### src/verilog/md_cfg.svh
/*
 * multiply/divide unit configuration
 * operand, half-word and accumulator widths and the divider step count
 */
`ifndef MD_CFG_SVH
`define MD_CFG_SVH

// operand and result width
`define MD_XLEN 32

// MAC factor width, one half of an operand
`define MD_HALF 16

// accumulator keeps two guard bits over the operand width
`define MD_ACC_W 34

// divider step counter
`define MD_CNT_W 5

// compare steps before the last step
`define MD_DIV_STEPS 31

`endif

### src/verilog/md_pkg.sv
/*
 * multiply/divide unit package
 * data widths and the operation and state encodings
 */
`default_nettype none
`include "md_cfg.svh"

package md_pkg;

  // data types
  typedef logic [`MD_XLEN-1:0]  operand_t;
  typedef logic [`MD_HALF-1:0]  half_t;
  typedef logic [`MD_ACC_W-1:0] acc_t;
  // bit 0 marks a as signed, bit 1 marks b as signed
  typedef logic [1:0]           sign_mode_t;
  typedef logic [`MD_CNT_W-1:0] count_t;

  // MULH covers MULH, MULHSU and MULHU through the sign mode
  typedef enum logic [1:0] {MD_OP_MUL, MD_OP_MULH, MD_OP_DIV, MD_OP_REM} md_op_e;

  // multiplier partial-product steps
  typedef enum logic [1:0] {ALBL, ALBH, AHBL, AHBH} mult_state_e;

  // long divider
  typedef enum logic [2:0] {
    DIV_IDLE, DIV_ABS_A, DIV_ABS_B, DIV_COMP, DIV_LAST, DIV_CHANGE_SIGN, DIV_FINISH
  } div_state_e;

  // request/acknowledge controller
  typedef enum logic [1:0] {CTL_IDLE, CTL_BUSY, CTL_ACK} ctl_state_e;

endpackage

`default_nettype wire

### src/verilog/md_engine_if.sv
/*
 * control-to-engine link of the multiply/divide unit
 * one start pulse in, one done pulse with the result out
 */
`timescale 1ns/1ps
`default_nettype none

interface md_engine_if;

  // one-cycle strobe, only while the engine is idle
  logic               start;
  // operation and operands, stable from start until done
  md_pkg::md_op_e     op;
  md_pkg::sign_mode_t sign_mode;
  md_pkg::operand_t   op_a;
  md_pkg::operand_t   op_b;
  // one-cycle strobe, result valid in the same cycle
  logic               done;
  md_pkg::operand_t   result;

  // controller side
  modport ctrl (
    output start, op, sign_mode, op_a, op_b,
    input  done, result
  );

  // arithmetic engine side
  modport engine (
    input  start, op, sign_mode, op_a, op_b,
    output done, result
  );

endinterface

`default_nettype wire

### src/verilog/md_mult_mac.sv
/*
 * multi-cycle multiplier engine
 * one 17x17 signed MAC builds MUL in three and MULH/MULHSU/MULHU in four steps
 */
`timescale 1ns/1ps
`default_nettype none
`include "md_cfg.svh"

module md_mult_mac (
  input  logic      clk_i,
  input  logic      rst_ni,
  md_engine_if.engine bus
);

  localparam int unsigned XW = `MD_XLEN;
  localparam int unsigned HW = `MD_HALF;
  localparam int unsigned AW = `MD_ACC_W;

  md_pkg::mult_state_e state_q, state_d;
  md_pkg::acc_t        acc_q, acc_d;
  md_pkg::acc_t        accum;
  md_pkg::acc_t        mac_res;
  md_pkg::half_t       mult_op_a, mult_op_b;
  logic                sign_a, sign_b;
  logic                signed_mult;
  logic                is_mul;

  // any signed operand makes the partial sums signed
  assign signed_mult = (bus.sign_mode != 2'b00);
  assign is_mul      = (bus.op == md_pkg::MD_OP_MUL);

  // single MAC, the 35th sum bit always equals bit 33 and is dropped
  assign mac_res = $signed({sign_a, mult_op_a}) * $signed({sign_b, mult_op_b})
                 + $signed(accum);

  always_comb begin
    mult_op_a  = bus.op_a[HW-1:0];
    mult_op_b  = bus.op_b[HW-1:0];
    sign_a     = 1'b0;
    sign_b     = 1'b0;
    accum      = '0;
    acc_d      = acc_q;
    state_d    = state_q;
    bus.done   = 1'b0;
    bus.result = mac_res[XW-1:0];

    unique case (state_q)
      md_pkg::ALBL: begin
        // al*bl, both halves unsigned
        // doubles as the idle state
        if (bus.start) begin
          acc_d   = mac_res;
          state_d = md_pkg::ALBH;
        end
      end

      md_pkg::ALBH: begin
        // al*bh<<16
        mult_op_b = bus.op_b[XW-1:HW];
        sign_b    = bus.sign_mode[1] & bus.op_b[XW-1];
        // upper half of al*bl, never negative
        accum     = {{(AW-HW){1'b0}}, acc_q[XW-1:HW]};
        if (is_mul) begin
          // keep product bits 15:0 below the new middle part
          acc_d = {{(AW-XW){1'b0}}, mac_res[HW-1:0], acc_q[HW-1:0]};
        end else begin
          acc_d = mac_res;
        end
        state_d = md_pkg::AHBL;
      end

      md_pkg::AHBL: begin
        // ah*bl<<16
        mult_op_a = bus.op_a[XW-1:HW];
        sign_a    = bus.sign_mode[0] & bus.op_a[XW-1];
        if (is_mul) begin
          // only the low word is needed, the carry into bit 32 is lost
          accum      = {{(AW-HW){1'b0}}, acc_q[XW-1:HW]};
          bus.result = {mac_res[HW-1:0], acc_q[HW-1:0]};
          bus.done   = 1'b1;
          state_d    = md_pkg::ALBL;
        end else begin
          accum   = acc_q;
          acc_d   = mac_res;
          state_d = md_pkg::AHBH;
        end
      end

      md_pkg::AHBH: begin
        // ah*bh<<32, MULH family only
        mult_op_a  = bus.op_a[XW-1:HW];
        mult_op_b  = bus.op_b[XW-1:HW];
        sign_a     = bus.sign_mode[0] & bus.op_a[XW-1];
        sign_b     = bus.sign_mode[1] & bus.op_b[XW-1];
        // middle sum moved down 16 bits
        // sign-extended unless both operands are unsigned
        accum      = {{HW{signed_mult & acc_q[AW-1]}}, acc_q[AW-1:HW]};
        bus.result = mac_res[XW-1:0];
        bus.done   = 1'b1;
        state_d    = md_pkg::ALBL;
      end

      default: begin
        state_d = md_pkg::ALBL;
      end
    endcase
  end

  always_ff @(posedge clk_i or negedge rst_ni) begin
    if (!rst_ni) begin
      state_q <= md_pkg::ALBL;
    end else begin
      state_q <= state_d;
    end
  end

  // partial sum register
  always_ff @(posedge clk_i) begin
    acc_q <= acc_d;
  end

endmodule

`default_nettype wire

### src/verilog/md_div_long.sv
/*
 * long divider engine for DIV/DIVU/REM/REMU
 * absolute values, restoring compare/subtract per bit, then sign fix
 */
`timescale 1ns/1ps
`default_nettype none
`include "md_cfg.svh"

module md_div_long (
  input  logic      clk_i,
  input  logic      rst_ni,
  md_engine_if.engine bus
);

  localparam int unsigned XW = `MD_XLEN;

  md_pkg::div_state_e state_q, state_d;
  md_pkg::operand_t   rem_q, rem_d;
  md_pkg::operand_t   quot_q, quot_d;
  md_pkg::operand_t   numer_q, numer_d;
  md_pkg::operand_t   denom_q, denom_d;
  md_pkg::count_t     cnt_q, cnt_d;
  logic               div_by_zero_q, div_by_zero_d;

  logic [XW:0]        add_a, add_b, add_sum;
  md_pkg::operand_t   add_res;
  md_pkg::operand_t   one_shift;
  md_pkg::operand_t   next_rem;
  md_pkg::operand_t   next_quot;
  logic               is_greater_equal;
  logic               is_div;
  logic               b_is_zero;
  logic               div_sign_a, div_sign_b;
  logic               div_change_sign, rem_change_sign;

  assign is_div    = (bus.op == md_pkg::MD_OP_DIV);
  assign b_is_zero = (bus.op_b == '0);

  // shared adder, {x,1} + {~y,1} puts x - y in the upper 32 bits
  assign add_sum = add_a + add_b;
  assign add_res = add_sum[XW:1];

  // unsigned compare of remainder and divisor magnitudes
  always_comb begin
    if ((rem_q[XW-1] ^ denom_q[XW-1]) == 1'b0) begin
      is_greater_equal = ~add_res[XW-1];
    end else begin
      is_greater_equal = rem_q[XW-1];
    end
  end

  // quotient bit for the current step
  assign one_shift = {{(XW-1){1'b0}}, 1'b1} << cnt_q;
  assign next_rem  = is_greater_equal ? add_res : rem_q;
  assign next_quot = is_greater_equal ? (quot_q | one_shift) : quot_q;

  assign div_sign_a      = bus.op_a[XW-1] & bus.sign_mode[0];
  assign div_sign_b      = bus.op_b[XW-1] & bus.sign_mode[1];
  // a zero divisor never takes the sign fix
  assign div_change_sign = (div_sign_a ^ div_sign_b) & ~div_by_zero_q;
  // remainder follows the dividend sign
  assign rem_change_sign = div_sign_a;

  // result register holds the final value in FINISH
  assign bus.result = rem_q;

  always_comb begin
    state_d       = state_q;
    rem_d         = rem_q;
    quot_d        = quot_q;
    numer_d       = numer_q;
    denom_d       = denom_q;
    cnt_d         = cnt_q - 1'b1;
    div_by_zero_d = div_by_zero_q;
    // default adder job is 0 - b
    add_a         = {{XW{1'b0}}, 1'b1};
    add_b         = {~bus.op_b, 1'b1};
    bus.done      = 1'b0;

    unique case (state_q)
      md_pkg::DIV_IDLE: begin
        if (bus.start) begin
          // preset the divide-by-zero answers
          // all-ones quotient, remainder equal to the dividend
          rem_d         = is_div ? '1 : bus.op_a;
          div_by_zero_d = b_is_zero;
          state_d       = b_is_zero ? md_pkg::DIV_FINISH : md_pkg::DIV_ABS_A;
        end
        cnt_d = md_pkg::count_t'(`MD_DIV_STEPS);
      end

      md_pkg::DIV_ABS_A: begin
        // |a| = 0 - a when signed and negative
        add_b   = {~bus.op_a, 1'b1};
        quot_d  = '0;
        numer_d = div_sign_a ? add_res : bus.op_a;
        cnt_d   = md_pkg::count_t'(`MD_DIV_STEPS);
        state_d = md_pkg::DIV_ABS_B;
      end

      md_pkg::DIV_ABS_B: begin
        // first partial remainder is the top numerator bit
        rem_d   = {{(XW-1){1'b0}}, numer_q[XW-1]};
        denom_d = div_sign_b ? add_res : bus.op_b;
        cnt_d   = md_pkg::count_t'(`MD_DIV_STEPS);
        state_d = md_pkg::DIV_COMP;
      end

      md_pkg::DIV_COMP: begin
        // remainder - divisor, then shift in the next numerator bit
        add_a   = {rem_q, 1'b1};
        add_b   = {~denom_q, 1'b1};
        rem_d   = {next_rem[XW-2:0], numer_q[cnt_d]};
        quot_d  = next_quot;
        state_d = (cnt_q == md_pkg::count_t'(1)) ? md_pkg::DIV_LAST : md_pkg::DIV_COMP;
      end

      md_pkg::DIV_LAST: begin
        // bit 0, keep only the value the operation asks for
        add_a   = {rem_q, 1'b1};
        add_b   = {~denom_q, 1'b1};
        rem_d   = is_div ? next_quot : next_rem;
        state_d = md_pkg::DIV_CHANGE_SIGN;
      end

      md_pkg::DIV_CHANGE_SIGN: begin
        // 0 - magnitude when the result must be negative
        add_b = {~rem_q, 1'b1};
        if (is_div ? div_change_sign : rem_change_sign) begin
          rem_d = add_res;
        end
        state_d = md_pkg::DIV_FINISH;
      end

      md_pkg::DIV_FINISH: begin
        bus.done = 1'b1;
        state_d  = md_pkg::DIV_IDLE;
      end

      default: begin
        state_d = md_pkg::DIV_IDLE;
      end
    endcase
  end

  always_ff @(posedge clk_i or negedge rst_ni) begin
    if (!rst_ni) begin
      state_q       <= md_pkg::DIV_IDLE;
      cnt_q         <= '0;
      div_by_zero_q <= 1'b0;
    end else begin
      state_q       <= state_d;
      cnt_q         <= cnt_d;
      div_by_zero_q <= div_by_zero_d;
    end
  end

  // datapath registers
  always_ff @(posedge clk_i) begin
    rem_q   <= rem_d;
    quot_q  <= quot_d;
    numer_q <= numer_d;
    denom_q <= denom_d;
  end

endmodule

`default_nettype wire

### src/verilog/md_unit.sv
/*
 * multiply/divide unit top level
 * four-phase req/ack, dispatch to the MAC multiplier or the long divider
 */
`timescale 1ns/1ps
`default_nettype none

module md_unit (
  input  logic               clk_i,
  input  logic               rst_ni,
  input  logic               req_i,
  input  md_pkg::md_op_e     operator_i,
  input  md_pkg::sign_mode_t sign_mode_i,
  input  md_pkg::operand_t   op_a_i,
  input  md_pkg::operand_t   op_b_i,
  output logic               ack_o,
  output md_pkg::operand_t   result_o
);

  md_pkg::ctl_state_e state_q, state_d;
  md_pkg::md_op_e     op_q;
  md_pkg::sign_mode_t mode_q;
  md_pkg::operand_t   a_q, b_q;
  md_pkg::operand_t   result_q;
  md_pkg::operand_t   eng_result;
  logic               start_mult_q, start_div_q;
  logic               resp_q;
  logic               accept;
  logic               is_div_req, is_div_q;
  logic               eng_done;

  md_engine_if mult_bus ();
  md_engine_if div_bus ();

  md_mult_mac u_mult (
    .clk_i,
    .rst_ni,
    .bus (mult_bus)
  );

  md_div_long u_div (
    .clk_i,
    .rst_ni,
    .bus (div_bus)
  );

  // new request only from IDLE, so ack_o is already low
  assign accept     = (state_q == md_pkg::CTL_IDLE) & req_i;
  assign is_div_req = (operator_i == md_pkg::MD_OP_DIV) | (operator_i == md_pkg::MD_OP_REM);
  assign is_div_q   = (op_q == md_pkg::MD_OP_DIV) | (op_q == md_pkg::MD_OP_REM);

  // both engines see the registered request
  assign mult_bus.start     = start_mult_q;
  assign mult_bus.op        = op_q;
  assign mult_bus.sign_mode = mode_q;
  assign mult_bus.op_a      = a_q;
  assign mult_bus.op_b      = b_q;
  assign div_bus.start      = start_div_q;
  assign div_bus.op         = op_q;
  assign div_bus.sign_mode  = mode_q;
  assign div_bus.op_a       = a_q;
  assign div_bus.op_b       = b_q;

  // only the engine that was started can finish
  assign eng_done   = is_div_q ? div_bus.done : mult_bus.done;
  assign eng_result = is_div_q ? div_bus.result : mult_bus.result;

  always_comb begin
    state_d = state_q;
    unique case (state_q)
      md_pkg::CTL_IDLE: if (req_i) state_d = md_pkg::CTL_BUSY;
      // wait one cycle after done so result_o settles before ack
      md_pkg::CTL_BUSY: if (resp_q) state_d = md_pkg::CTL_ACK;
      // hold ack until the requester drops req
      md_pkg::CTL_ACK:  if (!req_i) state_d = md_pkg::CTL_IDLE;
      default:          state_d = md_pkg::CTL_IDLE;
    endcase
  end

  always_ff @(posedge clk_i or negedge rst_ni) begin
    if (!rst_ni) begin
      state_q      <= md_pkg::CTL_IDLE;
      start_mult_q <= 1'b0;
      start_div_q  <= 1'b0;
      resp_q       <= 1'b0;
    end else begin
      state_q      <= state_d;
      // one-cycle start strobes
      start_mult_q <= accept & ~is_div_req;
      start_div_q  <= accept & is_div_req;
      resp_q       <= eng_done;
    end
  end

  // request and result registers
  always_ff @(posedge clk_i) begin
    if (accept) begin
      op_q   <= operator_i;
      mode_q <= sign_mode_i;
      a_q    <= op_a_i;
      b_q    <= op_b_i;
    end
    if (eng_done) begin
      result_q <= eng_result;
    end
  end

  assign ack_o    = (state_q == md_pkg::CTL_ACK);
  assign result_o = result_q;

endmodule

`default_nettype wire

### config.mk
export PLATFORM = sky130hd
export DESIGN_NAME = md_unit
export DESIGN_NICKNAME = d
export VERILOG_FILES = /design/src/verilog/md_pkg.sv /design/src/verilog/md_engine_if.sv /design/src/verilog/md_mult_mac.sv /design/src/verilog/md_div_long.sv /design/src/verilog/md_unit.sv
export VERILOG_INCLUDE_DIRS = /design/src /design/src/verilog
export SDC_FILE = /design/constraint.sdc
export NUM_CORES = 2
export LEC_CHECK = 0
export ABC_AREA = 0
export BUFFER_PORTS_ARGS = -buffer_cell sky130_fd_sc_hd__buf_4
export CORE_UTILIZATION = 41
export CTS_CLUSTER_SIZE = 16
export DETAILED_ROUTE_END_ITERATION = 8
export HOLD_SLACK_MARGIN = 0.02
export PLACE_DENSITY = 0.53
export SYNTH_ARGS = -nofsm -noshare
export SYNTH_HDL_FRONTEND = slang
export SYNTH_SLANG_ARGS = --single-unit
### constraint.sdc
create_clock -name clk_i -period 9.9 [get_ports clk_i]
set_input_delay 1.98 -clock clk_i [delete_from_list [all_inputs] [get_ports clk_i]]
set_output_delay 1.98 -clock clk_i [all_outputs]
set_load 0.01 [all_outputs]
==> qor.txt <==
run status - complete, no violations
number of gates resized after CTS - 0
stages on the worst setup path - 21
dpl hpwl - 87,000 um
Synth Warn # - 0
part of the Yosys area used for sequential elements - 28.2%
number of ports placed on the die boundary - 104
final sum of negative setup slack - 0 ps
unrepaired setup endpoints after global routing - false
number of buffers inserted during clock tree synthesis - 34
type of destination of the critical path - flop
delay of the slowest cell on the worst path - 1050 ps
top area cells in the synthesized netlist - sky130_fd_sc_hd__edfxtp_1 (27%), sky130_fd_sc_hd__fa_1 (23%), sky130_fd_sc_hd__ha_1 (5.9%)
routed length on met3 - 15,300 um
overflow left after global routing - 0
Min Hold Slack - 517 ps
Met1 Wirelength - 47,900 um
hold buffer count at CTS - 0
number of unique standard cell types used by synthesis - 89
FP Rows - 97
width of the chip - 269 um
vias in the first global route - 24,200
largest net degree at the start of global routing - 76
via total after detailed routing - 24,200
most common library cell in the layout ignoring fill and taps - sky130_fd_sc_hd__inv_1
final-report setup violation count - 0
CTS Sinks - 278
async set-reset flop share out of synthesis - 5.76%
Fin Clk Skew - 48.9 ps
ratio of cells with drive above 1 in the final layout - 11.1%
starting density of the core - 41.6%
global-route wire length before repair - 164,000 um
Critical Path RT - 10,260 ps
Final Wtd Congestion - 0.983
synthesized area divided by synthesized cell count - 9.65 sq um
type of origin of the critical path - flop
timing-limited maximum frequency - 0.117 GHz
commonest cells after routing, fill and taps aside - sky130_fd_sc_hd__inv_1 (447), sky130_fd_sc_hd__fa_1 (340), sky130_fd_sc_hd__nand2_1 (301)
Yosys top cell area share - 26.9%
number of failing hold endpoints at the final stage - 0
depth of the worst register-to-register path - 21
final-layout fill cell count - 6,746
post-route ant nets - 0
register bit total from synthesis - 278
sequential standard cell area - 0.00828 sq mm
CTS H-tree depth - 2
net count reported at finish - 3,636
final clock period utilization by the worst path - 86.3%
post-synthesis instance area - 0.0293 sq mm
slowest CP cell - sky130_fd_sc_hd__mux2i_1
Core Footprint - 0.0704 sq mm
number of buffers and inverters on the critical path - 3
relative area change from synthesis to final layout - 10.1%
total iterations of the first detailed-routing run - 8
violation count after the first detailed-route iteration - 2,916
number of port buffers - 103
worst relative slew slack - 14.2%
Cells on Worst Hold Path - 1
transition at the pin with the smallest max-transition slack - 1250 ps
post-CTS setup-driven buffer insertion count - 0
library cell with the largest summed area after synthesis - sky130_fd_sc_hd__edfxtp_1
number of maximum-capacitance violations - 0
uppermost signal routing layer after detailed routing - met5
post-layout worst setup margin - 1350 ps
die height - 269 um
final period demand of the worst path - 8550 ps
cell chain of the critical path - buf_4 -> mux2i_1 -> nor2_1 -> fa_1 -> fa_1 -> fa_1 -> fa_1 -> fa_1 -> inv_1 -> fa_1 -> inv_1 -> ha_1 -> nand4_1 -> nor2_1 -> or4b_2 -> a21oi_1 -> nor2_1 -> o21ai_0 -> xor2_1 -> a21oi_1 -> o21ai_0
overall routing resource usage - 30.8%
average wire length per cell after detail routing - 27.4 um
post-detailed-route DRC marker count - 0
type of the worst setup path - flop to flop
Clock Path Buffers - 3
worst hold path class - flop to flop
maximum fanout encountered on the critical timing path - 21
data arrival time at the worst-slack endpoint - 8910 ps
final slew viol count - 0
area of the multi-input gates - 0.0188 sq mm
predominant post-synthesis flop cell - sky130_fd_sc_hd__edfxtp_1
number of antenna violations at the first check in global routing - 12
Crit path max-delay family - adder cells
Post-synth EDFFs - 262
Placement Setup Slack - 1580 ps
total length of routed wires - 111,000 um
CTS tree - yes
net count after synthesis - 3,585
number of vias per cell after detailed routing - 5.98
number of standard cells after synthesis - 3,036
wire length on met2 - 43,500 um
Root Buffer - sky130_fd_sc_hd__clkbuf_16
cell seen most often among critical-path stages - sky130_fd_sc_hd__fa_1
clock latency at the later pin of the worst-skew pair - 590 ps
Die ar. - 0.0725 sq mm
clock slew at reported path FFs - 70 ps
-- layer usage --
metal  up-vias  track usage (%)
li1      10400                -
met1     12200             44.7
met2      1430             41.1
met3       219             11.9
met4         8             10.7
met5         -                0
-- cell families after synthesis --
kind of cell	count (synthesis)	synth area share, %
buffers and inverters	594	7.68
adder cells (fa/ha/maj)	480	29.2
multiplexers	175	6.76
XOR/XNOR	70	2.09
flip-flops	278	28.2
AND/OR/NAND/NOR	815	12.4
AO/OA/AOI/OAI	624	13.7
-- layout make-up --
type                    count  area share, %
repair buffers            160           3.72
clock inverters            19          0.617
diodes                      4         0.0310
flip-flops and latches    278           25.7
well taps                 940           3.65
inverters                 449           5.22
multi-input cells        2164           58.4
clock buffers              41           2.72
-- cell usage after synthesis, drive strengths merged (10+ instances only) --
master and n:
o31ai 11, a22oi 14, ha 138, o221ai 36
xnor2 52, a221o 10, xor2 18, nor2b 12
nor3 58, nor2 282, a21oi 191, a22o 14
mux2i 83, clkbuf 114, nand2 302, o21bai 11
and2 50, nand2b 21, edfxtp 262, inv 448
mux2 82, nand3 16, nor4 13, o21ai 128
nand4 12, a31oi 26, a211oi 11, mux4 10
fa 340, o22a 10, and3 16, o21a 16
buf 31, a21o 24, o22ai 51, dfrtp 16
-- path summary, 6_finish.rpt --
kind	start	to	slack [ps]
worst min-delay path	u_div.div_by_zero_q$_DFFE_PN0P_	u_div.div_by_zero_q$_DFFE_PN0P_	520
worst max-delay path	u_mult.state_q[0]$_DFFE_PN0N_	result_o[29]$_DFFE_PP_	1350
max in group asynchronous	rst_ni	u_div.state_q[0]$_DFFE_PN0P_	8380
min in group asynchronous	rst_ni	state_q[0]$_DFFE_PN0P_	1270
worst max register to register	u_mult.state_q[0]$_DFFE_PN0N_	result_o[29]$_DFFE_PP_	1350
worst min register to register	u_div.div_by_zero_q$_DFFE_PN0P_	u_div.div_by_zero_q$_DFFE_PN0P_	520
-- per-stage QoR --
| step | std cells | area (sq um) | utilization (%) |
|---|---|---|---|
| after global routing | 4052 | 32300 | 45.8 |
| after floorplan | 3036 | 29300 | - |
| after global placement | 3991 | 31200 | 44.3 |
| after CTS | 4051 | 32300 | 45.8 |
| final | 4055 | 32300 | 45.8 |
| after detailed placement | 3991 | 31200 | 44.3 |
-- registers in the layout, summed over array words and instances, names as in the netlist --
name and flops:
div_bus.sign_mode 2, u_div.bus.result 32, b_q 32, u_mult.state_q 2, u_mult.acc_q 34, mult_bus.start 1, u_div.numer_q 32, u_div.state_q 3
u_div.cnt_q 5, a_q 32, div_bus.op 2, div_bus.start 1, result_o 32, u_div.quot_q 32, state_q 2, u_div.denom_q 32
u_div.div_by_zero_q 1, resp_q 1
Power is left out: the tool's default activity adds up to more than one toggle a clock period on the data nets, which glitch-free logic cannot reach.
